===== src/design/dp_pkg.sv =====
package dp_pkg;

    // beat geometry
    localparam int LANES         = 4;
    localparam int LANE_W        = 32;
    localparam int KEEP_PER_LANE = LANE_W / 8; // byte enables per lane

    // lane fifo depth, power of two
    localparam int FIFO_DEPTH = 16;

    // per-lane operation
    typedef enum logic [1:0] {
        OP_PASS  = 2'd0, // copy word
        OP_SCALE = 2'd1, // word * coef, low bits
        OP_MACC  = 2'd2  // running sum of word * coef
    } lane_op_t;

endpackage


===== src/design/stream_egress.sv =====
module stream_egress
    import dp_pkg::*;
#(
    parameter int N_LANES = LANES,
    parameter int DATA_W  = LANE_W,
    parameter int DEPTH   = FIFO_DEPTH
) (
    input  logic                             clk,
    input  logic                             rst,
    input  logic                             i_done_steady,
    input  logic                             i_push,
    input  logic [N_LANES-1:0]               i_lane_valid,
    input  logic [N_LANES-1:0]               i_lane_last,
    input  logic [N_LANES*DATA_W-1:0]        i_lane_data,
    input  logic                             i_tready,
    input  logic [N_LANES*DATA_W-1:0]        i_in_tdata,
    input  logic                             i_in_tvalid,
    input  logic                             i_in_tlast,
    input  logic [N_LANES*KEEP_PER_LANE-1:0] i_in_tkeep,
    output logic                             o_almost_full,
    output logic [N_LANES*DATA_W-1:0]        o_tdata,
    output logic                             o_tvalid,
    output logic                             o_tlast,
    output logic [N_LANES*KEEP_PER_LANE-1:0] o_tkeep,
    output logic                             o_tready_bypass
);

    localparam int EW = DATA_W + 2; // {last, valid, data}

    logic [N_LANES-1:0]               out_empty;
    logic [N_LANES-1:0]               out_af;
    logic [N_LANES-1:0]               head_valid;
    logic [N_LANES-1:0]               head_last;
    logic [N_LANES*DATA_W-1:0]        steady_tdata;
    logic [N_LANES*KEEP_PER_LANE-1:0] steady_tkeep;
    logic                             steady_tvalid;
    logic                             steady_tlast;
    logic                             pop;

    // beat leaves only when every lane has its entry
    assign steady_tvalid = ~|out_empty;
    assign steady_tlast  = &head_last;
    assign pop           = i_done_steady && steady_tvalid && i_tready;

    for (genvar l = 0; l < N_LANES; l++) begin : g_out_lane
        sync_fifo #(
            .W     (EW),
            .DEPTH (DEPTH)
        ) u_out_fifo (
            .clk           (clk),
            .rst           (rst),
            .i_push        (i_push),
            .i_pop         (pop),
            .i_din         ({i_lane_last[l], i_lane_valid[l], i_lane_data[l*DATA_W +: DATA_W]}),
            .o_dout        ({head_last[l], head_valid[l], steady_tdata[l*DATA_W +: DATA_W]}),
            .o_empty       (out_empty[l]),
            .o_full        (),
            .o_almost_full (out_af[l])
        );

        assign steady_tkeep[l*KEEP_PER_LANE +: KEEP_PER_LANE] = {KEEP_PER_LANE{head_valid[l]}};
    end

    // any lane near full stalls the pes
    assign o_almost_full = |out_af;

    // load phase bypass
    assign o_tready_bypass = i_tready;

    always_comb begin
        if (i_done_steady) begin
            o_tdata  = steady_tdata;
            o_tvalid = steady_tvalid;
            o_tlast  = steady_tlast;
            o_tkeep  = steady_tkeep;
        end else begin
            o_tdata  = i_in_tdata;
            o_tvalid = i_in_tvalid;
            o_tlast  = i_in_tlast;
            o_tkeep  = i_in_tkeep;
        end
    end

endmodule


===== src/design/sync_fifo.sv =====
module sync_fifo
    import dp_pkg::*;
#(
    parameter int W     = LANE_W + 2,
    parameter int DEPTH = FIFO_DEPTH
) (
    input  logic         clk,
    input  logic         rst,
    input  logic         i_push,
    input  logic         i_pop,
    input  logic [W-1:0] i_din,
    output logic [W-1:0] o_dout,
    output logic         o_empty,
    output logic         o_full,
    output logic         o_almost_full
);

    localparam int AW = $clog2(DEPTH);
    localparam logic [AW:0] CNT_FULL = (AW + 1)'(DEPTH);
    localparam logic [AW:0] CNT_AF   = (AW + 1)'(DEPTH - 1); // one free slot left

    logic [W-1:0]  mem [DEPTH];
    logic [AW-1:0] wr_ptr;
    logic [AW-1:0] rd_ptr;
    logic [AW:0]   count;
    logic          do_push;
    logic          do_pop;

    assign do_push = i_push && !o_full;  // push on full is dropped
    assign do_pop  = i_pop && !o_empty;

    always_ff @(posedge clk) begin
        if (do_push) begin
            mem[wr_ptr] <= i_din;
        end
    end

    always_ff @(posedge clk) begin
        if (rst) begin
            wr_ptr <= '0;
            rd_ptr <= '0;
            count  <= '0;
        end else begin
            if (do_push) begin
                wr_ptr <= wr_ptr + 1'b1; // wraps, depth is a power of two
            end
            if (do_pop) begin
                rd_ptr <= rd_ptr + 1'b1;
            end
            case ({do_push, do_pop})
                2'b10:   count <= count + 1'b1;
                2'b01:   count <= count - 1'b1;
                default: count <= count;
            endcase
        end
    end

    // head entry visible without a pop
    assign o_dout        = mem[rd_ptr];
    assign o_empty       = (count == '0);
    assign o_full        = (count == CNT_FULL);
    assign o_almost_full = (count >= CNT_AF);

endmodule


===== config.mk =====
export PLATFORM = sky130hd
export DESIGN_NAME = stream_egress
export DESIGN_NICKNAME = d
export VERILOG_FILES = /design/src/design/dp_pkg.sv /design/src/design/stream_egress.sv /design/src/design/sync_fifo.sv
export SDC_FILE = /design/constraint.sdc
export NUM_CORES = 2
export LEC_CHECK = 0
export BUFFER_PORTS_ARGS = -buffer_cell sky130_fd_sc_hd__buf_2
export CAP_MARGIN = 30
export CORE_MARGIN = 2
export CORE_UTILIZATION = 55
export CTS_BUF_LIST = sky130_fd_sc_hd__clkbuf_4 sky130_fd_sc_hd__clkbuf_8
export CTS_CLUSTER_DIAMETER = 200
export DETAILED_ROUTE_END_ITERATION = 10
export PLACE_DENSITY = 0.81
export SETUP_SLACK_MARGIN = 0.1
export SYNTH_ARGS = -nofsm -noshare
export SYNTH_HDL_FRONTEND = slang
export SYNTH_SLANG_ARGS = --single-unit

===== constraint.sdc =====
create_clock -name clk -period 9 [get_ports clk]
set_clock_uncertainty 0.1 [all_clocks]
set_input_delay 1.35 -clock clk [delete_from_list [all_inputs] [get_ports clk]]
set_output_delay 1.35 -clock clk [all_outputs]
set_load 0.1 [all_outputs]

Yosys cells after proc, flatten, opt, wreduce, memory -nomap -nowiden
Memories as Yosys holds them, arrays and structs flattened. A register that Yosys moved wholly into a read port is not among the register bits.
Cells that the tools add are included.
{"block": "word_totals", "reg_bits": 52, "ramBits": 2176, "output_inout_bits": 148, "elab_cells": 102, "memories": 4}
{"block": "classes", "n_addsub": 16, "n_lt_le_gt_ge": 4, "eq_ne": 12, "n_mux": 24, "reduce_logical": 30}
{"memory": "g_out_lane[0].u_out_fifo.mem", "words": 16, "word_bits": 34, "read_ports": 1, "rd_clocked_by_memory_dff": 1, "wr": 1, "line": "sync_fifo.sv:22", "source": "logic [W-1:0] mem [DEPTH];"}
{"memory": "g_out_lane[1].u_out_fifo.mem", "words": 16, "word_bits": 34, "read_ports": 1, "rd_clocked_by_memory_dff": 1, "wr": 1, "line": "sync_fifo.sv:22"}
{"memory": "g_out_lane[2].u_out_fifo.mem", "words": 16, "word_bits": 34, "read_ports": 1, "rd_clocked_by_memory_dff": 1, "wr": 1, "line": "sync_fifo.sv:22"}
{"memory": "g_out_lane[3].u_out_fifo.mem", "words": 16, "word_bits": 34, "read_ports": 1, "rd_clocked_by_memory_dff": 1, "wr": 1, "line": "sync_fifo.sv:22"}
{"op": "128-bit 2-to-1 mux", "n": 1}
{"op": "5-bit case mux with 2 select lines", "n": 4}
{"op": "4-bit by 1-bit adder with 4-bit output (second input constant)", "n": 8}
{"op": "4-bit 2-to-1 mux", "n": 8}
{"op": "5-bit by 1-bit adder with 5-bit output (second input constant)", "n": 4}
{"op": "5-bit == test (second input constant)", "n": 4}
{"op": "5-bit by 4-bit >= comparator with 1-bit output (second input constant)", "n": 4}
{"op": "5-bit zero test", "n": 4}
{"op": "5-bit by 1-bit subtractor with 5-bit output (second input constant)", "n": 4}
{"op": "16-bit 2-to-1 mux", "n": 1}
{"op": "1-bit logical AND", "n": 10}
{"op": "1-bit 2-to-1 mux", "n": 10}
{"op": "1-bit zero test", "n": 9}
{"op": "2-bit by 1-bit == test with 1-bit output (second input constant)", "n": 4}
{"op": "2-bit == test (second input constant)", "n": 4}
{"op": "2-bit nonzero test", "n": 4}
{"op": "4-bit OR reduction", "n": 2}
{"op": "4-bit AND reduction", "n": 1}

Depth between registers and ports, before layout
{"block": "depth", "ltp_word": 8, "ltp_mapped": 15, "ltp_nobuf": 12}

Hierarchy
A second synthesis with hierarchy kept.
{"block": "hier_totals", "cells_unflattened": 4027, "hier_area_um2": 87460.1}
{"module": "sync_fifo (g_out_lane[0].u_out_fifo ...)", "instances": 3, "cells_per_inst": 958, "area_per_inst_um2": 21339.2}
{"module": "sync_fifo (g_out_lane[3].u_out_fifo)", "instances": 1, "cells_per_inst": 964, "area_per_inst_um2": 21391.8}
{"module": "stream_egress", "instances": 1, "cells_per_inst": 189, "area_per_inst_um2": 2050.7}

Least setup slack after synthesis
Ideal clock, no wire load.
{"block": "synth_path", "path_kind": "in2out", "startpoint": "input port i_done_steady", "endpoint": "output port o_tlast", "t_arrival_ns": 3.766, "slack_ns": 3.784, "stages": 5, "cell_sequence": "clkbuf_1 -> clkbuf_1 -> clkbuf_1 -> nand3_1 -> o22ai_1"}
{"block": "synth_between", "elab_chain_len": 1}
{"element": "start: declaration", "line": "stream_egress.sv:10", "source": "input logic i_done_steady,"}
{"element": "1-bit 2-to-1 mux", "line": "stream_egress.sv:71", "source": "if (i_done_steady) begin"}
{"element": "end: declaration", "line": "stream_egress.sv:23", "source": "output logic o_tlast,"}
No other way between the ends.

==> qor.yml <==
power:
  powerDensity_nw_per_um2: 211.6
  peakVddDrop_v: 0.0001657
  p_leak_nw: 31.14
sta:
  setup_tns_ns: 0
  worst_pin_slew_ns: 1.012
  setup_viol: 0
  fin_crit_sh_pct: 68.51
  drv_slew: 0
  period_minus_slack_ns: 6.166
  relSlewSlack_pct: 32.41
  rsz0062_at_grt: "false"
  max_freq_mhz: 162.2
  hold_viol: 0
  finalWorstSetupSlack_ns: 2.834
worst_setup_path:
  cp-start-kind: "flip-flop"
  required_ns: 7.55
  critPathMaxFanout: 32
  cp-end-kind: "output port"
  crit_chain: "buf_16 > buf_4 > buf_4 > mux4_2 > mux4_2 > mux2_2 > buf_2"
  critPathMaxStageDelay_ns: 0.65
  crit_buf_inv: 4
  cp_top_family: "buffers and inverters"
  crit_slowest_cell: "dfxtp_4"
  critical_path_class: "flip-flop to output port"
  crit_arrival_ns: 4.72
synth:
  ys_seq_area_share_pct: 76.52
  ys_warn_count: 0
  synth_seq_cells: 2244
  syn_inst: 3675
  netlist_area_um2: 87180
  syn-num-nets: 3996
  yosysUniqueCellTypes: 49
  syn_area_per_cell_um2: 23.72
global_routing:
  grt_pass1_wl_mm: 274.7
  antenna_found_initial: 25
  grt_usage_pct: 23.28
  grt_overflow: 0
  grt_max_degree: 105
  first_global_vias: 42930
routing:
  drcViolationCount: 0
  routed_wl_mm: 187.3
  drt-initial-drc-count: 4341
  ant_nets: 0
  avgRoutedWirePerCell_um: 27.90
  first_pass_iters: 5
  vias: 41170
  routed_via_density: 6.133
clock_network:
  htreeDepth: 5
  ctsResizeCount: 0
  cts_buffer_depth: 4
  clkTransAtPathRegs_ns: 0.06
  cts_hold_buf: 0
  clk_latency_ns: 1.07
  clkSinkCount: 2244
  root_buffer: "clkbuf_8"
  cts_setup_buffers: 0
  cts_tree: "yes"
  numCtsBuffers: 358
die:
  placementRows: 146
  io_pins: 435
  die_h_um: 402.1
  initial_utilization_pct: 55.23
  floorplan.core_area_um2: 157800
  die_w_um: 402.1
  die_area_um2: 161700
run_status:
  status: "finished, final reports clean"
placement:
  hpwl_mm: 100.9
  io_buffers: 434
  dp_slack_ns: 3.756
  globalplace.congestion: 0.7327
flow_run:
  maxCapViolCount: 0
final_layout:
  areaGrowthSynthToFinish_pct: 13.41
  layout-drive-gt1-share_pct: 42.50
  nFillCells: 10130
  final_cell_mix: "edfxtp_1 (2,176), mux4_2 (678), buf_2 (433)"
  seq_area_um2: 66750
  final_common_cell: "edfxtp_1"
  finalNetCount: 4690
  multiInputGateArea_um2: 19580
worst_hold_path:
  hold_class: "flip-flop to flip-flop"
[worst reg2reg max path, stage by stage (launching register included)]
cell and delay, ns:
dfxtp_1 0.40, or4_4 0.58, o21a_1 0.41, inv_1 0.17
ha_1 0.37, xor2_1 0.12, ha_1 0.22, o21a_1 0.17
o22a_1 0.19, a21oi_1 0.17, xor2_1 0.09, or3_1 0.31
a21oi_1 0.13
[area by class of cell]
type,count,share of cell area (%)
Clock inverter,142,0.8087
Timing Repair Buffer,538,3.187
Inverter,35,0.1329
Tap cell,2072,2.622
Antenna cell,15,0.03797
Multi-Input combinational cell,1192,19.81
Clock buffer,475,5.885
Sequential cell,2244,67.52
[flip-flops by register name (all words and copies together), names as in the netlist, named ones only]
signal and flops:
g_out_lane.u_out_fifo.count 20, g_out_lane.u_out_fifo.mem 2176, g_out_lane.u_out_fifo.rd_ptr 16, g_out_lane.u_out_fifo.wr_ptr 16
[synth_stat cells (all sizes together)]
cell	instances	area share [%]
buf	104	0.95
nor4	1	0.0072
a211oi	3	0.026
nand2	40	0.17
mux2i	12	0.14
dfxtp	68	1.6
nand2b	10	0.072
mux2	130	1.7
o31ai	1	0.0086
o221ai	1	0.030
mux4	678	18
nand3	3	0.017
o21a	5	0.043
ha	34	0.49
inv	35	0.15
o22ai	5	0.052
a21o	4	0.034
nand4	12	0.086
nor3	22	0.13
a21boi	2	0.017
a21oi	20	0.11
or4	4	0.052
nand3b	2	0.017
o22a	2	0.020
a22oi	2	0.017
edfxtp	2176	75
nor2b	5	0.036
and2	1	0.0072
a22o	1	0.010
a41o	2	0.023
o41ai	1	0.010
o21ai	25	0.14
a31oi	3	0.022
clkbuf	100	0.43
xor2	29	0.29
or3	6	0.043
nor2	112	0.49
o311ai	1	0.010
xnor2	13	0.13
[report_power, final]
part / switching (mW) / internal [mW]
sequential: 0.0424 / 11.6
clock: 3.79 / 4.36
combinational: 0.848 / 0.287
total: 4.68 / 16.2
[through the flow]
| step | instance area, um^2 | cells | total power [mW] | utilization (%) | hold WS, ns |
|---|---|---|---|---|---|
| global route | 98850 | 6707 | 21.57 | 62.63 | 0.4549 |
| CTS | 98770 | 6696 | 21.09 | 62.58 | 0.4152 |
| finish | 98870 | 6713 | 20.92 | 62.64 | 0.4126 |
| detailed placement | 92160 | 6079 | 12.99 | 58.39 | 0.3989 |
| floorplan | 87180 | 3675 | 12.61 | - | 0.3725 |
| global placement | 91980 | 6072 | 12.94 | 58.28 | 0.3862 |
[worst paths after layout]
check                                          start                           endpoint  slack, ns  cells after the start
hold reg to reg   g_out_lane[1].u_out_fifo.rd_ptr[3]                          flip-flop       0.41                      2
setup / recovery                           flip-flop                         o_tdata[6]       2.83                      7
setup reg to reg   g_out_lane[3].u_out_fifo.count[1]  g_out_lane[3].u_out_fifo.count[4]       5.50                     12
hold / removal    g_out_lane[1].u_out_fifo.rd_ptr[3]                          flip-flop       0.41                      2
[logic make-up after synthesis]
group | after synthesis | synth area share, %
simple gates | 218 | 1.127
buf+inv | 239 | 1.534
fa+ha+maj | 34 | 0.4880
mux | 820 | 19.33
flops | 2244 | 76.52
compound gates | 78 | 0.5813
xor+xnor | 42 | 0.4220
[layer usage]
metal | vias up | global-route usage [%] | part of all wire [%]
met5 | - | 0 | 0.080
met4 | 24 | 8.376 | 2.8
met3 | 343 | 4.916 | 8.6
met2 | 2031 | 37.73 | 51
met1 | 21690 | 31.71 | 38
li1 | 17090 | - | -
No activity file was read; power rests on OpenSTA's default activity.
