## src/design/dp_pkg.sv

```systemverilog
package dp_pkg;

    // beat geometry
    localparam int LANES         = 4;
    localparam int LANE_W        = 32;
    localparam int KEEP_PER_LANE = LANE_W / 8; // byte enables per lane

    // lane fifo depth, power of two
    localparam int FIFO_DEPTH = 16;

    // per-lane operation
    typedef enum logic [1:0] {
        OP_PASS  = 2'd0, // copy word
        OP_SCALE = 2'd1, // word * coef, low bits
        OP_MACC  = 2'd2  // running sum of word * coef
    } lane_op_t;

endpackage

```

## src/design/lane_pe.sv

```systemverilog
module lane_pe
    import dp_pkg::*;
#(
    parameter int DATA_W = LANE_W
) (
    input  logic              clk,
    input  logic              rst,
    input  logic              i_en,
    input  logic              i_valid,
    input  logic              i_last,
    input  logic [DATA_W-1:0] i_data,
    input  lane_op_t          i_op,
    input  logic [DATA_W-1:0] i_coef,
    output logic              o_valid,
    output logic              o_last,
    output logic [DATA_W-1:0] o_data
);

    logic [2*DATA_W-1:0] prod;
    logic [DATA_W-1:0]   acc;
    logic [DATA_W-1:0]   acc_sum;
    logic [DATA_W-1:0]   result;

    assign prod    = i_data * i_coef;
    assign acc_sum = acc + prod[DATA_W-1:0];  // wraps at lane width

    always_comb begin
        case (i_op)
            OP_PASS:  result = i_data;
            OP_SCALE: result = prod[DATA_W-1:0];
            OP_MACC:  result = acc_sum;
            default:  result = i_data;
        endcase
        if (!i_valid) begin
            result = '0; // masked lane
        end
    end

    // accumulator, restarts after a packet end
    always_ff @(posedge clk) begin
        if (rst) begin
            acc <= '0;
        end else if (i_en) begin
            if (i_last) begin
                acc <= '0;
            end else if (i_valid && i_op == OP_MACC) begin
                acc <= acc_sum;
            end
        end
    end

    // strobes last one cycle per taken entry
    always_ff @(posedge clk) begin
        if (rst) begin
            o_valid <= 1'b0;
            o_last  <= 1'b0;
        end else begin
            o_valid <= i_en && i_valid;
            o_last  <= i_en && i_last;
        end
    end

    always_ff @(posedge clk) begin
        if (i_en) begin
            o_data <= result;
        end
    end

endmodule

```

## config.mk

```make
export PLATFORM = sky130hd
export DESIGN_NAME = lane_pe
export DESIGN_NICKNAME = d
export VERILOG_FILES = /design/src/design/dp_pkg.sv /design/src/design/lane_pe.sv
export SDC_FILE = /design/constraint.sdc
export NUM_CORES = 1
export LEC_CHECK = 0
export BUFFER_PORTS_ARGS = -buffer_cell sky130_fd_sc_hd__buf_4
export CAP_MARGIN = 20
export CORE_MARGIN = 5
export CORE_UTILIZATION = 30
export CTS_CLUSTER_SIZE = 30
export DETAILED_ROUTE_END_ITERATION = 6
export SETUP_SLACK_MARGIN = 0.3
export SYNTH_ARGS = -nofsm -noshare
export SYNTH_HDL_FRONTEND = slang
export SYNTH_SLANG_ARGS = --single-unit
```

## constraint.sdc

```tcl
create_clock -name clk -period 8.5 [get_ports clk]
set_clock_uncertainty 0.15 [all_clocks]
set_input_delay 0.425 -clock clk [delete_from_list [all_inputs] [get_ports clk]]
set_output_delay 0.425 -clock clk [all_outputs]
set_load 0.01 [all_outputs]
```

======== Yosys cells after proc, flatten, opt, wreduce, memory -nomap -nowiden ========
Cells that the tools add are included.
word-level totals
  flip-flop bits (word level) ............. 66
  bits of input ports ..................... 71
  output and inout port bits .............. 34
  logic and storage cells ................. 16
operators by class
  add/subtract/negate cells ............... 1
  multipliers ............................. 1
  equality and inequality tests ........... 2
  multiplexer cells ....................... 3
  reductions and logical operators ........ 5
operators by type and width
  kind                  count
  $mux W32              2
  $pmux W32 S2          1
  $add A32 B32 Y32      1
  $mul A32 B32 Y32      1
  $logic_and A1 B1 Y1   3
  $eq A2 B1 Y1 const B  1
  $eq A2 B2 Y1 const B  1
  $reduce_and A2 Y1     1
  $reduce_bool A2 Y1    1

======== Logic depth before layout (Yosys ltp) ========
Gate-level depths: netlist of the first run.
  depth after elaboration ................. 4
  gate-level depth with buffers ........... 37
  depth with buffers taken out ............ 35

======== Worst setup path before layout of the first run ========
No wires, ideal clock.
  kind .................................... input-to-reg
  from .................................... input i_data[4]
  to ...................................... register o_data[31] (data pin)
  setup time .............................. 0.262 ns
  data arrival time ....................... 8.063 ns
  data required time ...................... 8.088 ns
  slack ................................... 0.025 ns
  cell stages on the path ................. 32
  path buffers ............................ 2
  cell sequence ........................... clkbuf_1 clkbuf_1 nand2_1 fa_1 inv_1 fa_1 fa_1 inv_1 fa_1 inv_1 ha_1 ha_1 fa_1 fa_1 ha_1 a21oi_1 o21ai_0 a22o_1 or2_2 o21a_1 nor2_1 xnor2_1 ha_1 and2_1 and3_1 a21bo_2 a31oi_1 a21oi_1 o31ai_1 xor3_1 a221oi_1 nor2_1
between the ends
  longest elaborated chain between the ends .. 3
RTL lines
  what                  RTL line       source
  from (decl)           lane_pe.sv:11  input logic [DATA_W-1:0] i_data,
  $mul A32 B32 Y32 (*)  lane_pe.sv:24  assign prod = i_data * i_coef;
  $add A32 B32 Y32      lane_pe.sv:25  assign acc_sum = acc + prod[DATA_W-1:0];
  $pmux W32 S2 (*)      lane_pe.sv:28  case (i_op)
  to (signal assigned)  lane_pe.sv:65  o_data <= result;
  to (decl)             lane_pe.sv:16  output logic [DATA_W-1:0] o_data
Every way passes the cells marked *; elsewhere a longest branch is shown, timed or not.
A chain may end at the register's enable or synchronous reset.

======== Worst setup path in the final report of the first run ========
  from .................................... input i_data[16]
  to ...................................... register o_data[30] (data pin)
Same word-level chain as after synthesis.

==> metrics.md, run 1 <==
| Metric | Value |
|---|---|
| Status | `complete, no violations` |
| Max Fclk | `122.2 MHz` |
| RSZ-0062 raised after global routing | `yes` |
| Yosys warning count | `0` |
| Worst slew pin tran | `723.1 ps` |
| Worst-path fanout max | `5` |
| Final hold vios | `0` |
| Cell mode on critical path | `fa_1` |
| Synth area leader | `fa_1` |
| Top_reg_cell synth | `dfxtp_1` |
| Post-Layout Cell Count | `3,240` |
| H-tree Lvls | `3` |
| Syn nets | `2,828` |
| Initial core utilization | `30.26%` |
| Startpoint types | `input pin` |
| Area grow syn2layout | `20.61%` |
| Yosys reg bits | `66` |
| Dpl cells | `3,197` |
| Slowest-stage cell, CP | `fa_1` |
| Flop2flop setup slack | `4960 ps` |
| Post-synth ARST share | `0%` |
| Layout net count | `3,007` |
| Die width | `267.5 um` |
| Highest metal used | `met5` |
| Cell variety after synth | `55` |
| Final setup fails | `0` |
| Hold Crit Class | `input pin to register` |
| Post-synth top area share | `41.15%` |
| Met1 wire length | `26,450 um` |
| Period Utilization, post-route | `96.29%` |
| Num CTS Buffers | `9` |
| Clock latency on the worst-skew pair | `350 ps` |
| Core Area | `65,750 sq um` |
| Die ar. | `71,570 sq um` |
| Total gr overflow | `0` |
| Synth top area cells | `fa_1 (41%), ha_1 (9.8%), and2_1 (9.0%)` |
| Clock tree buffer depth | `2` |
| DR WL met3 | `2717 um` |
| EDFF count, synth | `32` |
| CP max stage delay | `590 ps` |
| TritonCTS clock tree | `done` |
| Sequential fraction of the synthesis area | `8.251%` |
| Root Driver | `clkbuf_16` |
| WL final | `61,000 um` |
| Post-Syn Area | `19,900 sq um` |
| Critical path class | `input pin to register` |
| Commonest cells post-synth | `inv_1 (414), fa_1 (409), and2_1 (285), nand2_1 (273), ha_1 (156)` |
| Fin crit period | `8184 ps` |
| Ant. Diodes | `0` |
| Total GRT Usage | `17.08%` |
| Detailed Place HPWL | `50,780 um` |
| Vias/cell | `4.845` |
| Syn_area_per_cell | `9.077 sq um` |
| Number of global-route vias before repair | `17,110` |
| First-pass GRT wire length | `97,160 um` |
| Max-slew violations | `0` |
| Initial DRC count | `879` |
| Ports | `105` |
| Die height | `267.5 um` |
| Initial antenna violation count | `4` |
| Cts hold-fix bufs | `0` |
| Port bufs | `104` |
| Mapped Cells | `2,192` |
| Max-Cap Viols | `0` |
| Met2 Routed Length | `30,390 um` |
| Clock sink count | `66` |
| Post-route ant nets | `0` |
| Vias post-DR | `15,700` |
| Share of cells above drive strength 1 | `18.48%` |
| Reg clk slew, reported paths | `60 ps` |
| Setup crit end kind | `register` |
| Pin count of the biggest net entering global routing | `37` |
| TritonRoute pass-1 iters | `5` |
| Slew HR | `51.74%` |
| Avg WL per Cell | `18.83 um` |
| CP arrival | `8130 ps` |
| DRC violations left | `0` |
| # rows | `94` |
| Most common cell in the synthesized netlist | `inv_1` |
| CP required | `8440 ps` |
| Placer Congestion | `0.8825` |
==> through the flow <==
stage	instance area (sq um)	setup TNS (ps)	utilization, %	hold slack (ps)	setup WS, ps
6_report	24000	0	36.50	212.9	315.6
5_1_grt	24000	0	36.50	208.3	24.80
4_1_cts	23360	0	35.53	196.7	298.6
3_5_place_dp	22700	-2323	34.52	351.4	-262.8
3_3_place_gp	22700	-1051	34.52	336.0	-162.4
2_1_floorplan	20090	0	-	322.1	249.1
==> routing by layer <==
layer	track usage (%)	vias to the layer above
met1	23.13	8151
met2	29.53	429
met4	3.884	6
met5	0	-
li1	-	7039
met3	2.012	74
==> placed cells by master, fill, tap and decap left out, types with 15 or more instances in the layout <==
master	n
inv_1	402
fa_1	398
nand2_1	271
and2_1	267
buf_4	250
ha_1	140
xnor2_1	82
nor2_1	70
dfxtp_1	34
a21oi_1	33
edfxtp_1	32
a22oi_1	30
o21ai_0	27
a21o_1	20
xor2_1	20
and2_4	18
a221o_1	16
ha_4	16
a21oi_2	15
buf_12	15
==> kinds of logic (layout without fill, tap and decap cells) <==
| kind of cell | count (synthesis) | count (layout) | synth area share, % |
|---|---|---|---|
| adders and majority gates | 565 | 565 | 50.96 |
| DFF | 66 | 66 | 8.251 |
| buffers and inverters | 530 | 714 | 10.07 |
| AOI/OAI and AO/OA | 233 | 233 | 8.515 |
| xor gates and xnor gates | 115 | 115 | 5.138 |
| and+or+nand+nor | 683 | 683 | 17.07 |
==> cell type report <==
class                   count  area, sq um
fillers                  6511        41750
multi-input cells        1596        16970
repair buffers            284         2420
flip-flops and latches     66         1642
inverters                 414         1559
well taps                 864         1081
clock buffers               9        225.2
clock inverters             7        101.3
==> path summary, 6_finish.rpt <==
check / startpoint / to / cells after the start
worst min register to register: acc[0] / acc[0] / 2
worst max register to register: acc[0] / o_data[30] / 15
worst max-delay path: i_data[16] / o_data[30] / 30
worst min-delay path: i_last / o_last / 2
==> state kept, by name, summed over array words and instances, names as in the netlist <==
register	count
o_data	32
o_valid	1
acc	32
o_last	1
==> critical path: cells and delay by family <==
family                   cells  cell delay [ps]
AO/OA/AOI/OAI                5             1070
XOR/XNOR                     2              270
adder cells (fa/ha/maj)     10             4760
buffers and inverters        6              730
AND/OR/NAND/NOR              7              850
==> timing repair <==
| action | 4_1_cts | 5_1_grt |
|---|---|---|
| endpoints found under the setup margin | 13 | 20 |
| gates cloned | 0 | 1 |
| setup buffers | 10 | 16 |
| gates resized for setup | 54 | 110 |
| hold endpoints to repair | 0 | 0 |
| pin swaps | 39 | 60 |
Power of run 1 is not shown: default switching activity piles up to over one toggle a cycle in this logic, so the estimate is an artifact.
==> run 2: changes to the inputs <==
ABC_CLOCK_PERIOD_IN_PS = 7200   (was not set)
clock period = 7.2 ns   (was 8.5 ns; I/O delays follow)
==> run 2 against run 1 <==
  * The run now ends with negative setup slack left
  * Worst hold slack worse by 59 ps
  * Cell area is 7.0% higher
  * Register-to-register slack worse by 1200 ps
  * First-iteration DRC count grew 2.5%
  * Setup slack got worse by 1300 ps
  * Routed wire length is 2.9% higher
==> metrics.md, run 2 (synthesis results as in run 1) <==
| Metric | Value |
|---|---|
| Status | `complete, but fails checks` |
| Failing checks | `negative setup slack` |
| Clock sink count | `66 (unchanged)` |
| Setup WS post-layout | `-951.7 ps (-1267 ps)` |
| Setup tns final | `-19,940 ps (-19,940 ps)` |
| Worst slew pin tran | `559.1 ps (-164.0 ps)` |
| Clock tree buffer depth | `2 (unchanged)` |
| Most common library cell in the layout ignoring fill and taps | `inv_1` |
| Cts hold-fix bufs | `0 (unchanged)` |
| Layout net count | `3,163 (+5.2%)` |
| RSZ-0062 raised after global routing | `yes` |
| Hold Crit Class | `input pin to register` |
| WL final | `62,740 um (+2.9%)` |
| TritonRoute pass-1 iters | `6 (+1)` |
| Die width | `267.5 um (unchanged)` |
| Startpoint types | `input pin` |
| Slowest-stage cell, CP | `fa_1` |
| Post-Layout Cell Count | `3,401 (+5.0%)` |
| Pin count of the biggest net entering global routing | `37 (unchanged)` |
| CP max stage delay | `550 ps (-40 ps)` |
| Clock latency on the worst-skew pair | `340 ps (about the same)` |
| H-tree Lvls | `3 (unchanged)` |
| Max-Cap Viols | `0 (unchanged)` |
| Buf+Inv Stages, Crit Path | `6 (unchanged)` |
| Max Fclk | `122.7 MHz` |
| Max-slew violations | `0 (unchanged)` |
| Die height | `267.5 um (unchanged)` |
| Initial antenna violation count | `6 (+2)` |
| Num CTS Buffers | `9 (unchanged)` |
| Most frequent cells in the layout | `inv_1 (402), fa_1 (401), buf_4 (395), and2_1 (268), nand2_1 (267)` |
| Filler cell count | `6,399 (-1.7%)` |
| Detailed Place HPWL | `52,700 um (+3.8%)` |
| Total gr overflow | `0 (unchanged)` |
| Core Area | `65,750 sq um (unchanged)` |
| CP required | `7120 ps (-1320 ps)` |
| Total GRT Usage | `17.51% (+0.43 points)` |
| Final hold vios | `0 (unchanged)` |
| Avg WL per Cell | `18.45 um (-2.0%)` |
| Cell mode on critical path | `fa_1` |
| Biggest regs | `acc (32), o_data (32)` |
| Root Driver | `clkbuf_16` |
| Critical path class | `input pin to register` |
| Dpl cell area | `23,730 sq um (+4.6%)` |
| Vias post-DR | `16,220 (+3.3%)` |
| Ports | `105 (unchanged)` |
| Final core occ | `39.07% (+2.6 points)` |
| DRC violations left | `0 (unchanged)` |
| Area grow syn2layout | `29.10%` |
| Die ar. | `71,570 sq um (unchanged)` |
| First-pass GRT wire length | `99,440 um (+2.3%)` |
| Setup crit end kind | `register` |
| Worst-path fanout max | `9 (+4)` |
| Critical path's top delay family | `adder cells` |
| Reg clk slew, reported paths | `60 ps (about the same)` |
| Share of cells above drive strength 1 | `26.46% (+8.0 points)` |
| Sequential cell area | `1642 sq um (unchanged)` |
| # rows | `94 (unchanged)` |
| Initial core utilization | `30.26% (unchanged)` |
| Fin crit period | `8152 ps` |
| Final setup fails | `32 (+32)` |
| Period Utilization, post-route | `113.2%` |
| Port bufs | `104 (unchanged)` |
| Multi-input gate area | `17,500 sq um (+3.1%)` |
| Slew HR | `62.72% (+11 points)` |
| CP arrival | `8070 ps (-60 ps)` |
| Post-Layout Inst Area | `25,690 sq um (+7.0%)` |
| Flop2flop setup slack | `3730 ps (-1230 ps)` |
| Vias/cell | `4.769 (-1.6%)` |
| Dpl cells | `3,333 (+4.3%)` |
| Placer Congestion | `0.8824 (about the same)` |
| Initial DRC count | `901 (+2.5%)` |
| TritonCTS clock tree | `done` |
| Number of global-route vias before repair | `17,940 (+4.8%)` |
| Post-route ant nets | `0 (unchanged)` |
==> run 2: cell count changes in the layout (fill, tap and decap cells not counted), moves of 11 or more <==
cell / before / now
xnor2_2: 9 / 24
buf_6: 14 / 35
xnor2_1: 82 / 67
a21oi_1: 33 / 19
buf_4: 250 / 395
a21oi_2: 15 / 26
==> run 2: area by class of cell <==
| cell class | count | share of cell area, % |
|---|---|---|
| inverters | 414 | 6.060 |
| diodes | 5 | 0.04871 |
| repair buffers | 440 | 13.89 |
| clock inverters | 6 | 0.3459 |
| multi-input cells | 1596 | 68.13 |
| flip-flops and latches | 66 | 6.391 |
| well taps | 864 | 4.209 |
| clock buffers | 10 | 0.9304 |
==> run 2: per-stage QoR <==
stage	worst slack [ps]	hold slack (ps)
floorplan	-985.9	322.1
global placement	-1369	340.3
detailed placement	-1477	360.9
CTS	-872.6	142.5
global route	-1239	149.6
finish	-951.7	153.9
==> run 2: timing repair <==
| item | in CTS | in global routing |
|---|---|---|
| gates cloned | 0 | 2 |
| endpoints found under the setup margin | 40 | 41 |
| buffers inserted | 26 | 19 |
| pin swaps | 109 | 85 |
| resized for setup | 166 | 78 |
==> run 2: worst paths after layout <==
check / startpoint / depth (start not counted) / to
setup reg to reg: acc[0] / 14 / o_data[22]
hold reg to reg: acc[12] / 2 / acc[12]
setup / recovery: i_data[8] / 32 / o_data[23]
hold / removal: i_last / 2 / o_last
==> run 2: routing by layer <==
layer  track usage [%]  share of wire (%)  up-vias
li1                  -                  -     7355
met1             23.38                 42     8308
met2             29.18                 48      462
met3             3.188                6.2       93
met4             5.247                3.3        2
met5                 0              0.030        -
Power of run 2 is left out for the same reason.
