File: src/design/dp_pkg.sv
package dp_pkg;

    // beat geometry
    localparam int LANES         = 4;
    localparam int LANE_W        = 32;
    localparam int KEEP_PER_LANE = LANE_W / 8; // byte enables per lane

    // lane fifo depth, power of two
    localparam int FIFO_DEPTH = 16;

    // per-lane operation
    typedef enum logic [1:0] {
        OP_PASS  = 2'd0, // copy word
        OP_SCALE = 2'd1, // word * coef, low bits
        OP_MACC  = 2'd2  // running sum of word * coef
    } lane_op_t;

endpackage

File: src/design/sync_fifo.sv
module sync_fifo
    import dp_pkg::*;
#(
    parameter int W     = LANE_W + 2,
    parameter int DEPTH = FIFO_DEPTH
) (
    input  logic         clk,
    input  logic         rst,
    input  logic         i_push,
    input  logic         i_pop,
    input  logic [W-1:0] i_din,
    output logic [W-1:0] o_dout,
    output logic         o_empty,
    output logic         o_full,
    output logic         o_almost_full
);

    localparam int AW = $clog2(DEPTH);
    localparam logic [AW:0] CNT_FULL = (AW + 1)'(DEPTH);
    localparam logic [AW:0] CNT_AF   = (AW + 1)'(DEPTH - 1); // one free slot left

    logic [W-1:0]  mem [DEPTH];
    logic [AW-1:0] wr_ptr;
    logic [AW-1:0] rd_ptr;
    logic [AW:0]   count;
    logic          do_push;
    logic          do_pop;

    assign do_push = i_push && !o_full;  // push on full is dropped
    assign do_pop  = i_pop && !o_empty;

    always_ff @(posedge clk) begin
        if (do_push) begin
            mem[wr_ptr] <= i_din;
        end
    end

    always_ff @(posedge clk) begin
        if (rst) begin
            wr_ptr <= '0;
            rd_ptr <= '0;
            count  <= '0;
        end else begin
            if (do_push) begin
                wr_ptr <= wr_ptr + 1'b1; // wraps, depth is a power of two
            end
            if (do_pop) begin
                rd_ptr <= rd_ptr + 1'b1;
            end
            case ({do_push, do_pop})
                2'b10:   count <= count + 1'b1;
                2'b01:   count <= count - 1'b1;
                default: count <= count;
            endcase
        end
    end

    // head entry visible without a pop
    assign o_dout        = mem[rd_ptr];
    assign o_empty       = (count == '0);
    assign o_full        = (count == CNT_FULL);
    assign o_almost_full = (count >= CNT_AF);

endmodule

File: config.mk
export PLATFORM = sky130hd
export DESIGN_NAME = sync_fifo
export DESIGN_NICKNAME = d
export VERILOG_FILES = /design/src/design/dp_pkg.sv /design/src/design/sync_fifo.sv
export SDC_FILE = /design/constraint.sdc
export NUM_CORES = 1
export LEC_CHECK = 0
export ABC_AREA = 1
export BUFFER_PORTS_ARGS = -buffer_cell sky130_fd_sc_hd__buf_2
export CORE_MARGIN = 3
export CORE_UTILIZATION = 40
export CTS_CLUSTER_DIAMETER = 120
export DETAILED_ROUTE_END_ITERATION = 8
export PLACE_DENSITY = 0.56
export SLEW_MARGIN = 5
export SYNTH_ARGS = -nofsm -noshare
export SYNTH_HDL_FRONTEND = slang
export SYNTH_SLANG_ARGS = --single-unit
export TNS_END_PERCENT = 30
File: constraint.sdc
create_clock -name clk -period 3.36 [get_ports clk]
set_clock_uncertainty 0.05 [all_clocks]
set_input_delay 1.008 -clock clk [delete_from_list [all_inputs] [get_ports clk]]
set_output_delay 1.008 -clock clk [all_outputs]
set_load 0.005 [all_outputs]
; ---- Yosys cells after proc, flatten, opt, wreduce, memory -nomap -nowiden
; Memories as Yosys holds them, arrays and structs flattened. A register that Yosys moved wholly into a read port is not among the register bits.
; Cells that the tools add are included.
[word_totals]
regBits = 13
ramBits = 544
in_bits = 38
word_cells = 23
memories = 1
[mem_list]
columns = memory, depth, width, rd, rd_clocked_by_memory_dff, wr, line
row1 = mem, 16, 34, 1, 1, 1, sync_fifo.sv:22  ; logic [W-1:0] mem [DEPTH];
[classes]
add_sub_neg = 4
n_lt_le_gt_ge = 1
n_eq_ne = 3
mux = 5
reduce_logical = 6
[ops]
columns = op, count
row1 = $pmux 5 s2, 1
row2 = $add 4x1->4 const B, 2
row3 = $mux 4, 2
row4 = $add 5x1->5 const B, 1
row5 = $eq 5x5->1 const B, 1
row6 = $ge 5x4->1 const B, 1
row7 = $logic_not 5->1, 1
row8 = $sub 5x1->5 const B, 1
row9 = $eq 2x1->1 const B, 1
row10 = $eq 2x2->1 const B, 1
row11 = $logic_and 1x1->1, 2
row12 = $logic_not 1->1, 2
row13 = $mux 1, 2
row14 = $reduce_bool 2->1, 1

; ---- Logic depth before layout (Yosys ltp)
; Gate-level depths: netlist (run 1).
[depth]
ltp_word = 5
ltp_mapped = 15
depth_no_buf = 15

; ---- Worst setup path after synthesis (run 1)
; OpenSTA, ideal clock, no wires.
[synth_timing]
path_type = input to register
start = in i_push
end = mem mem[11][0] in the netlist's numbering (enable)
t_arrival_ps = 2730
t_required_ps = 2885
slack_ps = 155
cell_stages = 4
path_buffers = 0
path_cell_list = nand2_4 -> nor2_1 -> nand2_1 -> nor2_1
[synth_between]
elab_chain_cells = 3
[synth_rtl]
columns = item, line
row1 = from (decl), sync_fifo.sv:9  ; input logic i_push,
row2 = $logic_and 1x1->1, sync_fifo.sv:29  ; assign do_push = i_push && !o_full;
row3 = $mux 1, sync_fifo.sv:33  ; if (do_push) begin
row4 = $mux 1 (implied by the code), sync_fifo.sv:34  ; mem[wr_ptr] <= i_din;
row5 = to (decl), sync_fifo.sv:22
; No other way between the ends.

==> flow_metrics.tcl, run 1 <==
set metrics [dict create \
    status "finished, final reports clean" \
    synth_cells 1572 \
    hold_start "wr_ptr[2]$_SDFFE_PP0P_" \
    drc 0 \
    synth_top_cell_by_area "edfxtp_1" \
    hold_viol_final 0 \
    holdPathStages 2 \
    grt_max_degree 82 \
    fillerInstances 4866 \
    gr-total-overflow 0 \
    cp_max_fo 16 \
    hpwl_microns 28410 \
    arrival_ns 2.25 \
    yosys_warnings 0 \
    required_ns 2.30 \
    rsz0062_at_grt "true" \
    die_area_sq_um 59380 \
    viasPerCell 5.366 \
    antenna_found_initial 4 \
    r2r_end "mem[2][17]$_DFFE_PP_" \
    cts_tree "done" \
    grt_pass1_vias 13080 \
    netlist.area_leader.share_pct 72.29 \
    setup_viol 0 \
    drtPass1Iterations 5 \
    cts_hold_buf 0 \
    numPortBuffers 74 \
    wl_per_cell_microns 23.01 \
    num_rows 86 \
    critPathLaunchType "flop" \
    cts-root-buf "clkbuf_16" \
    ant_nets 0 \
    drtIter0Drc 1102 \
    io_pins 75 \
    grt_pass1_wl_microns 83230 \
    layout.cells.most_common "edfxtp_1" \
    synth.area.top_cells "edfxtp_1, mux2i_1, o211ai_1" \
    synth_area_sq_um 22600 \
    ir_worst_vdd_mv 0.4021 \
    die_w_microns 243.7 \
    grtUsageTotal_pct 18.47 \
    post-route-period-util_pct 98.45 \
    initial_core_util_pct 40.70 \
    syn_area_per_cell_sq_um 14.38 \
    p_leak_nw 8.933 \
    worstHoldPathType "flop to flop" \
    synth_nets 1618 \
    r2r-start "count[1]$_SDFFE_PP0P_" \
    synth_cell_types 31 \
    clock_latency_ns 0.61 \
    gp_congestion 0.7415 \
    pre_cts_ws_ns 0.5170 \
    dpl_cell_area_sq_um 24240 \
    crit_path_end_kind "output port" \
    power_mw 18.74 \
    htreeDepth 2 \
    clk_pin_slew_ns 0.06 \
    setup_ws_ns 0.05199 \
    tightest_slew_ns 0.7260 \
    tns_ns 0 \
    die_y_microns 243.7 \
    report.final.slew_viol_count 0 \
    criticalPathCategory "flop to output port" \
    nets 1719 \
    clkSinkCount 561 \
    min_to "wr_ptr[2]$_SDFFE_PP0P_" \
    relSlewSlack_pct 51.60 \
    yosysSeqAreaShare_pct 73.79 \
    period_minus_slack_ns 3.308 \
    final_area_sq_um 26360 \
    clockBufferDepth 3 \
    syn2layout_area_growth_pct 16.65 \
    wirelength_microns 56640 \
    holdWs_ns 0.4589 \
    vias 13211 \
    final_cell_mix "edfxtp_1, inv_1, o21ai_0" \
    ys_seq_elements 561 \
    reg2regPathDepth 7 \
    rrSetupSlack_ns 1.07 \
    cts_inserted_buffers 58 \
    core_sq_um 55520 \
    clock.fmax_mhz 302.3 \
    drv_cap 0 \
    layout-drive-gt1-share_pct 14.30 \
    p_per_area_nw_per_um2 710.7 \
]
-- critical path, stage by stage, from the launching register on --
cell and delay, ns:
dfxtp_4 0.41, buf_4 0.16, bufbuf_16 0.28, o21ai_0 0.15, o21ai_0 0.12, o211ai_1 0.24
nand2_1 0.14, buf_2 0.15
-- final cells by class --
type	instances	area, sq um	area share, %
clock inverter	31	167.7	0.6360
tap	748	935.9	3.550
inverter	166	630.6	2.392
sequential	561	16690	63.31
clock buffer	69	1514	5.743
antenna	1	2.502	0.009493
timing repair buffer	139	1503	5.700
multi-input combinational	747	4920	18.66
-- power breakdown --
part	internal (mW)	switching (mW)	total, mW
sequential	7.93	0.113	8.05
combinational	1.97	2.88	4.85
clock	3.25	2.59	5.84
total	13.2	5.58	18.7
-- worst max-delay path by stage --
stage / startpoint / cells past startpoint / endpoint
detailed placement: flop / 7 / o_dout[2]
finish: flop / 7 / o_dout[3]
global route: flop / 7 / o_dout[18]
CTS: flop / 6 / o_dout[15]
floorplan: i_push / 4 / mem[11][0]$_DFFE_PP_
global placement: flop / 7 / o_dout[2]
-- Yosys cell counts --
master and instances:
edfxtp_1 544, o21ai_0 168, inv_1 163, a21oi_1 140, mux2i_1 136, o211ai_1 136
nand2_1 55, clkbuf_1 45, nand3_1 44, nor2_1 29, buf_2 25, dfxtp_1 17
buf_6 11, buf_1 9, buf_4 8, ha_1 8, nor3b_1 7, o21ai_1 5
a211oi_1 3, xor2_1 3, nand2_2 2, nand4_1 2, nor3_1 2, nor4_1 2
o31ai_2 2, clkinv_1 1, inv_2 1, inv_4 1, nand2_4 1, nor2_2 1
xnor2_1 1
-- what timing repair did --
item / CTS / global route
hold endpoints to repair: 0 / 0
pin swaps: 4 / 2
gates resized for setup: 18 / 16
buffers inserted: 3 / 3
setup endpoints to repair: 22 / 28
gates cloned: 3 / 8
-- cell families after synthesis --
logic type               count (synthesis)  synth area share (%)
flip-flops                             561                 73.79
buffers and inverters                  264                 5.033
multiplexers                           136                 6.024
adder cells (fa/ha/maj)                  8                0.4430
AND/OR/NAND/NOR                        145                 2.890
AO/OA/AOI/OAI                          454                 11.66
XOR/XNOR                                 4                0.1551
-- through the flow --
stage | utilization (%) | std cells
6_report | 47.48 | 2462
5_1_grt | 47.47 | 2461
4_1_cts | 47.03 | 2450
2_1_floorplan | - | 1572
3_5_place_dp | 43.65 | 2344
3_3_place_gp | 43.65 | 2344
-- routing by layer --
metal / vias up / GRT usage [%] / share of wire (%)
met5: - / 0 / 0.060
met3: 84 / 3.544 / 5.8
met1: 6695 / 25.64 / 45
met4: 6 / 5.259 / 2.1
met2: 330 / 29.80 / 47
li1: 6096 / - / -
-- registers in the layout (all words and copies together) (netlist names), named ones only --
name,flops
wr_ptr,4
count,5
rd_ptr,4
mem,544
(Power assumes the default switching activity.)
==> run 2: changes to the inputs <==
--- a/config.mk
+++ b/config.mk
@@ -11,7 +11,7 @@
 export CORE_UTILIZATION = 40
 export CTS_CLUSTER_DIAMETER = 120
 export DETAILED_ROUTE_END_ITERATION = 8
-export PLACE_DENSITY = 0.56
+export PLACE_DENSITY = 0.54
 export SLEW_MARGIN = 5
 export SYNTH_ARGS = -nofsm -noshare
 export SYNTH_HDL_FRONTEND = slang
==> constraint.sdc (replaced) <==
create_clock -name clk -period 4.2 [get_ports clk]
set_clock_uncertainty 0.05 [all_clocks]
set_input_delay 0.42 -clock clk [delete_from_list [all_inputs] [get_ports clk]]
set_output_delay 0.42 -clock clk [all_outputs]
set_load 0.005 [all_outputs]
==> run 2 against run 1 <==
Against the previous run:
- sequential cell count did not move
- via count fell by 2.5%
- core utilization fell by 1.1 points
- critical path depth did not move
- sequential power fell by 19%
- non-clock buffer count fell by 32
- first-iteration DRC count fell by 7.0%
- worst hold slack got worse by 0.32 ns
- final cell count fell by 0.89%
- routed wire length fell by 5.7%
- die area did not move
==> flow_metrics.tcl, run 2 (synthesis results as in run 1) <==
set metrics [dict create \
    cts.repair.resized 0 \
    antenna_cells 0 \
    fillerInstances 4920 \
    power_mw 14.89 \
    cp_max_fo 48 \
    cts-root-buf "clkbuf_16" \
    cts_setup_buffers 0 \
    num_rows 86 \
    viasPerCell 5.279 \
    tightest_slew_ns 1.111 \
    rsz0062_at_grt "false" \
    hpwl_microns 27590 \
    die_y_microns 243.7 \
    cts_inserted_buffers 59 \
    worstHoldPathType "input pin to flop" \
    p_per_area_nw_per_um2 578.0 \
    critPathLaunchType "flop" \
    nets 1688 \
    vias 12881 \
    gr-total-overflow 0 \
    core_sq_um 55520 \
    clk_pin_slew_ns 0.06 \
    layout.cells.most_common "edfxtp_1" \
    p_comb_share_pct 22.1 \
    ir_worst_vdd_mv 0.3232 \
    cts_tree "done" \
    status "finished, final reports clean" \
    drc 0 \
    criticalPathCategory "flop to output port" \
    numPortBuffers 74 \
    cts_hold_buf 0 \
    drtIter0Drc 1025 \
    arrival_ns 2.78 \
    pwr-share-seq_pct 43.6 \
    multiInputGateArea_sq_um 4905 \
    drtPass1Iterations 5 \
    setup_viol 0 \
    seqCellArea_sq_um 16690 \
    switching_share_pct 29.16 \
    htreeDepth 2 \
    final_util_pct 46.41 \
    die_area_sq_um 59380 \
    relSlewSlack_pct 25.86 \
    clock_latency_ns 0.60 \
    wirelength_microns 53440 \
    grt_pass1_vias 12749 \
    clock.fmax_mhz 307.4 \
    die_w_microns 243.7 \
    largest_register "mem" \
    tns_ns 0 \
    power_frac_clock_pct 34.4 \
    post-route-period-util_pct 77.46 \
    drv_cap 0 \
    required_ns 3.73 \
    wl_per_cell_microns 21.90 \
    clockBufferDepth 3 \
    initial_core_util_pct 40.70 \
    clkSinkCount 561 \
    grt_pass1_wl_microns 80580 \
    period_minus_slack_ns 3.253 \
    final_cell_mix "edfxtp_1, o21ai_0, inv_1" \
    crit_path_end_kind "output port" \
    io_pins 75 \
    gp_congestion 0.7239 \
    syn2layout_area_growth_pct 14.02 \
    setup_ws_ns 0.9468 \
    grt_max_degree 137 \
    holdWs_ns 0.1373 \
    reg_top3 "mem (544), count (5)" \
    pre_cts_ws_ns 1.577 \
    grtUsageTotal_pct 17.80 \
    antenna_found_initial 3 \
    largest_register_ffs 544 \
    report.final.slew_viol_count 0 \
    hold_viol_final 0 \
    p_sw_mw 4.342 \
    p_leak_nw 8.690 \
    layout-drive-gt1-share_pct 13.00 \
    p_int_mw 10.55 \
    ant_nets 0 \
]
-- run 2: final timing paths --
kind / end / slack, ns / cells past startpoint / startpoint
setup reg to reg: mem[5][18]$_DFFE_PP_ / 1.61 / 7 / count[2]$_SDFFE_PP0P_
setup / recovery: o_dout[21] / 0.95 / 7 / flop
hold reg to reg: wr_ptr[2]$_SDFFE_PP0P_ / 0.47 / 2 / wr_ptr[2]$_SDFFE_PP0P_
hold / removal: wr_ptr[1]$_SDFFE_PP0P_ / 0.14 / 3 / i_push
-- run 2: final cells by class --
type | instances | share of cell area, %
clock buffer | 73 | 6.099
clock inverter | 38 | 1.292
inverter | 166 | 2.438
multi-input combinational | 747 | 19.03
sequential | 561 | 64.77
tap | 748 | 3.632
timing repair buffer | 107 | 2.739
-- run 2: layer usage --
layer | global-route usage, % | up-vias | part of all wire, %
met5 | 0 | - | 0.065
met4 | 4.088 | 6 | 1.6
met3 | 3.511 | 71 | 5.2
met2 | 28.02 | 309 | 47
met1 | 25.65 | 6482 | 46
li1 | - | 6013 | -
-- run 2: power groups by stage --
stage               logic, mW  registers, mW  clock network [mW]
floorplan                2.35           6.52                   0
global placement         3.30           6.60                   0
detailed placement       3.32           6.60                   0
CTS                      3.34           6.49                5.25
global route             3.69           6.51                5.49
finish                   3.29           6.49                5.12
-- run 2: through the flow --
stage          instance area (sq um)  instances
2_1_floorplan                  22600       1572
3_3_place_gp                   23860       2329
3_5_place_dp                   23860       2329
4_1_cts                        25770       2440
5_1_grt                        25770       2440
6_report                       25770       2440
-- run 2: critical path, stage by stage (launching register included) --
cell and delay [ns]:
dfxtp_4 0.77, buf_4 0.59, a21oi_1 0.13, o21ai_0 0.11, o211ai_1 0.11, nand3_1 0.14, nand2_1 0.14, buf_2 0.16
==> run 3: changes to the inputs <==
==> constraint.sdc (replaced) <==
create_clock -name clk -period 3.2 [get_ports clk]
set_clock_uncertainty 0.05 [all_clocks]
set_input_delay 0.32 -clock clk [delete_from_list [all_inputs] [get_ports clk]]
set_output_delay 0.32 -clock clk [all_outputs]
set_load 0.005 [all_outputs]
==> run 3 against run 2 <==
Against the previous run:
- routed wire length is 1.3% lower
- sequential cell count unchanged
- sequential power increased by 31%
- largest power group unchanged
- critical path type unchanged
- worst setup slack lost 0.61 ns
- cell area increased by 0.40%
- global-route usage is 0.14 points lower
==> flow_metrics.tcl, run 3 (synthesis results as in run 1) <==
set metrics [dict create \
    status "finished, final reports clean" \
    clkSinkCount 561 \
    reg_top3 "mem (544), count (5)" \
    largest_register "mem" \
    hold_viol_final 0 \
    htreeDepth 2 \
    layout-drive-gt1-share_pct 12.91 \
    die_y_microns 243.7 \
    drv_cap 0 \
    arrival_ns 2.50 \
    final_cell_mix "edfxtp_1, o21ai_0, inv_1" \
    worst_path_max_delay_cell "dfxtp_4" \
    report.final.slew_viol_count 0 \
    wirelength_microns 52730 \
    grt_pass1_wl_microns 79720 \
    tns_ns 0 \
    p_per_area_nw_per_um2 744.1 \
    critPathLaunchType "flop" \
    slowest_delay_ns 0.61 \
    grtUsageTotal_pct 17.65 \
    drc 0 \
    placed_cells 2332 \
    ir_worst_vdd_mv 0.4401 \
    cts-root-buf "clkbuf_16" \
    drtPass1Iterations 5 \
    post-route-period-util_pct 89.62 \
    vias 12705 \
    cp_max_fo 85 \
    p_leak_nw 8.706 \
    rsz0062_at_grt "false" \
    hpwl_microns 27230 \
    gp_congestion 0.7154 \
    grt_pass1_vias 12365 \
    cts_inserted_buffers 58 \
    numPortBuffers 74 \
    drtIter0Drc 1009 \
    gr-total-overflow 0 \
    dr_wl_met2_microns 24640 \
    period_minus_slack_ns 2.868 \
    p_int_mw 13.59 \
    initial_core_util_pct 40.70 \
    pwr-share-seq_pct 44.0 \
    wl_per_cell_microns 21.57 \
    cts_tree "done" \
    worstHoldPathType "input pin to flop" \
    largest_register_ffs 544 \
    clockBufferDepth 3 \
    crit_family "flip-flops" \
    criticalPathCategory "flop to output port" \
    relSlewSlack_pct 45.64 \
    worstPathCellList "buf_12 > mux2i_1 > o211ai_1 > nand3_1 > nand2_1 > buf_2" \
    clock.fmax_mhz 348.7 \
    die_area_sq_um 59380 \
    power_frac_clock_pct 33.0 \
    crit_path_end_kind "output port" \
    ant_nets 0 \
    setup_viol 0 \
    p_sw_mw 5.664 \
    wl_met3_microns 2482 \
    clock_latency_ns 0.61 \
    io_pins 75 \
    final_util_pct 46.60 \
    viasPerCell 5.196 \
    die_w_microns 243.7 \
    critPathBufInv 2 \
    antenna_found_initial 2 \
    cts_setup_buffers 0 \
    met1_length_microns 24720 \
    p_comb_share_pct 23.0 \
    layout.cells.most_common "edfxtp_1" \
    num_rows 86 \
    core_sq_um 55520 \
    switching_share_pct 29.42 \
    grt_max_degree 137 \
    tightest_slew_ns 0.8142 \
    top_layer "met4" \
    syn2layout_area_growth_pct 14.48 \
    nets 1695 \
    clk_pin_slew_ns 0.06 \
    required_ns 2.83 \
    fin_cells 2445 \
]
==> run 3: area by class of cell <==
cell class	instances	area [sq um]
Sequential cell	561	16690
Tap cell	748	935.9
Multi-Input combinational cell	747	4905
Inverter	166	628.1
Fill cell	4963	29650
Clock buffer	72	1504
Clock inverter	35	279.0
Antenna cell	1	2.502
Timing Repair Buffer	115	928.4
==> run 3: routing by layer <==
metal  GRT usage [%]  vias to the layer above
li1                -                     6056
met5               0                        -
met4           4.298                        0
met1           25.80                     6305
met3           2.718                       63
met2           27.85                      281
==> run 3: timing repair <==
action                                 in CTS  in global routing
hold buffers                                5                  0
gates resized for setup                     0                  0
endpoints found under the hold margin      24                  0
==> run 3: power groups by stage <==
stage          Sequential (mW)  Clock [mW]  Combinational, mW
2_1_floorplan             8.56           0               3.09
3_5_place_dp              8.63           0               4.46
5_1_grt                   8.49        6.83               4.93
3_3_place_gp              8.61           0               4.43
4_1_cts                   8.47        6.52               4.48
6_report                  8.47        6.36               4.42
==> run 3: worst paths after layout <==
check                                       startpoint                endpoint  slack, ns  cells past startpoint
worst min-delay path                          i_din[4]     mem[6][4]$_DFFE_PP_       0.04                      1
worst max-delay path                              flop              o_dout[23]       0.33                      6
worst min register to register  wr_ptr[2]$_SDFFE_PP0P_  wr_ptr[2]$_SDFFE_PP0P_       0.45                      2
worst max register to register   count[1]$_SDFFE_PP0P_   mem[14][28]$_DFFE_PP_       0.94                      7
==> run 3: metrics by stage <==
stage	total power, mW	setup WS [ns]	hold slack (ns)	area (sq um)
floorplan	11.64	0.3952	0.3689	22600
global placement	13.05	0.9819	0.4328	24040
detailed placement	13.08	0.9393	0.4382	24040
CTS	19.47	0.3032	0.001326	25870
global route	20.25	0.1592	0.02750	25870
finish	19.25	0.3321	0.04091	25870
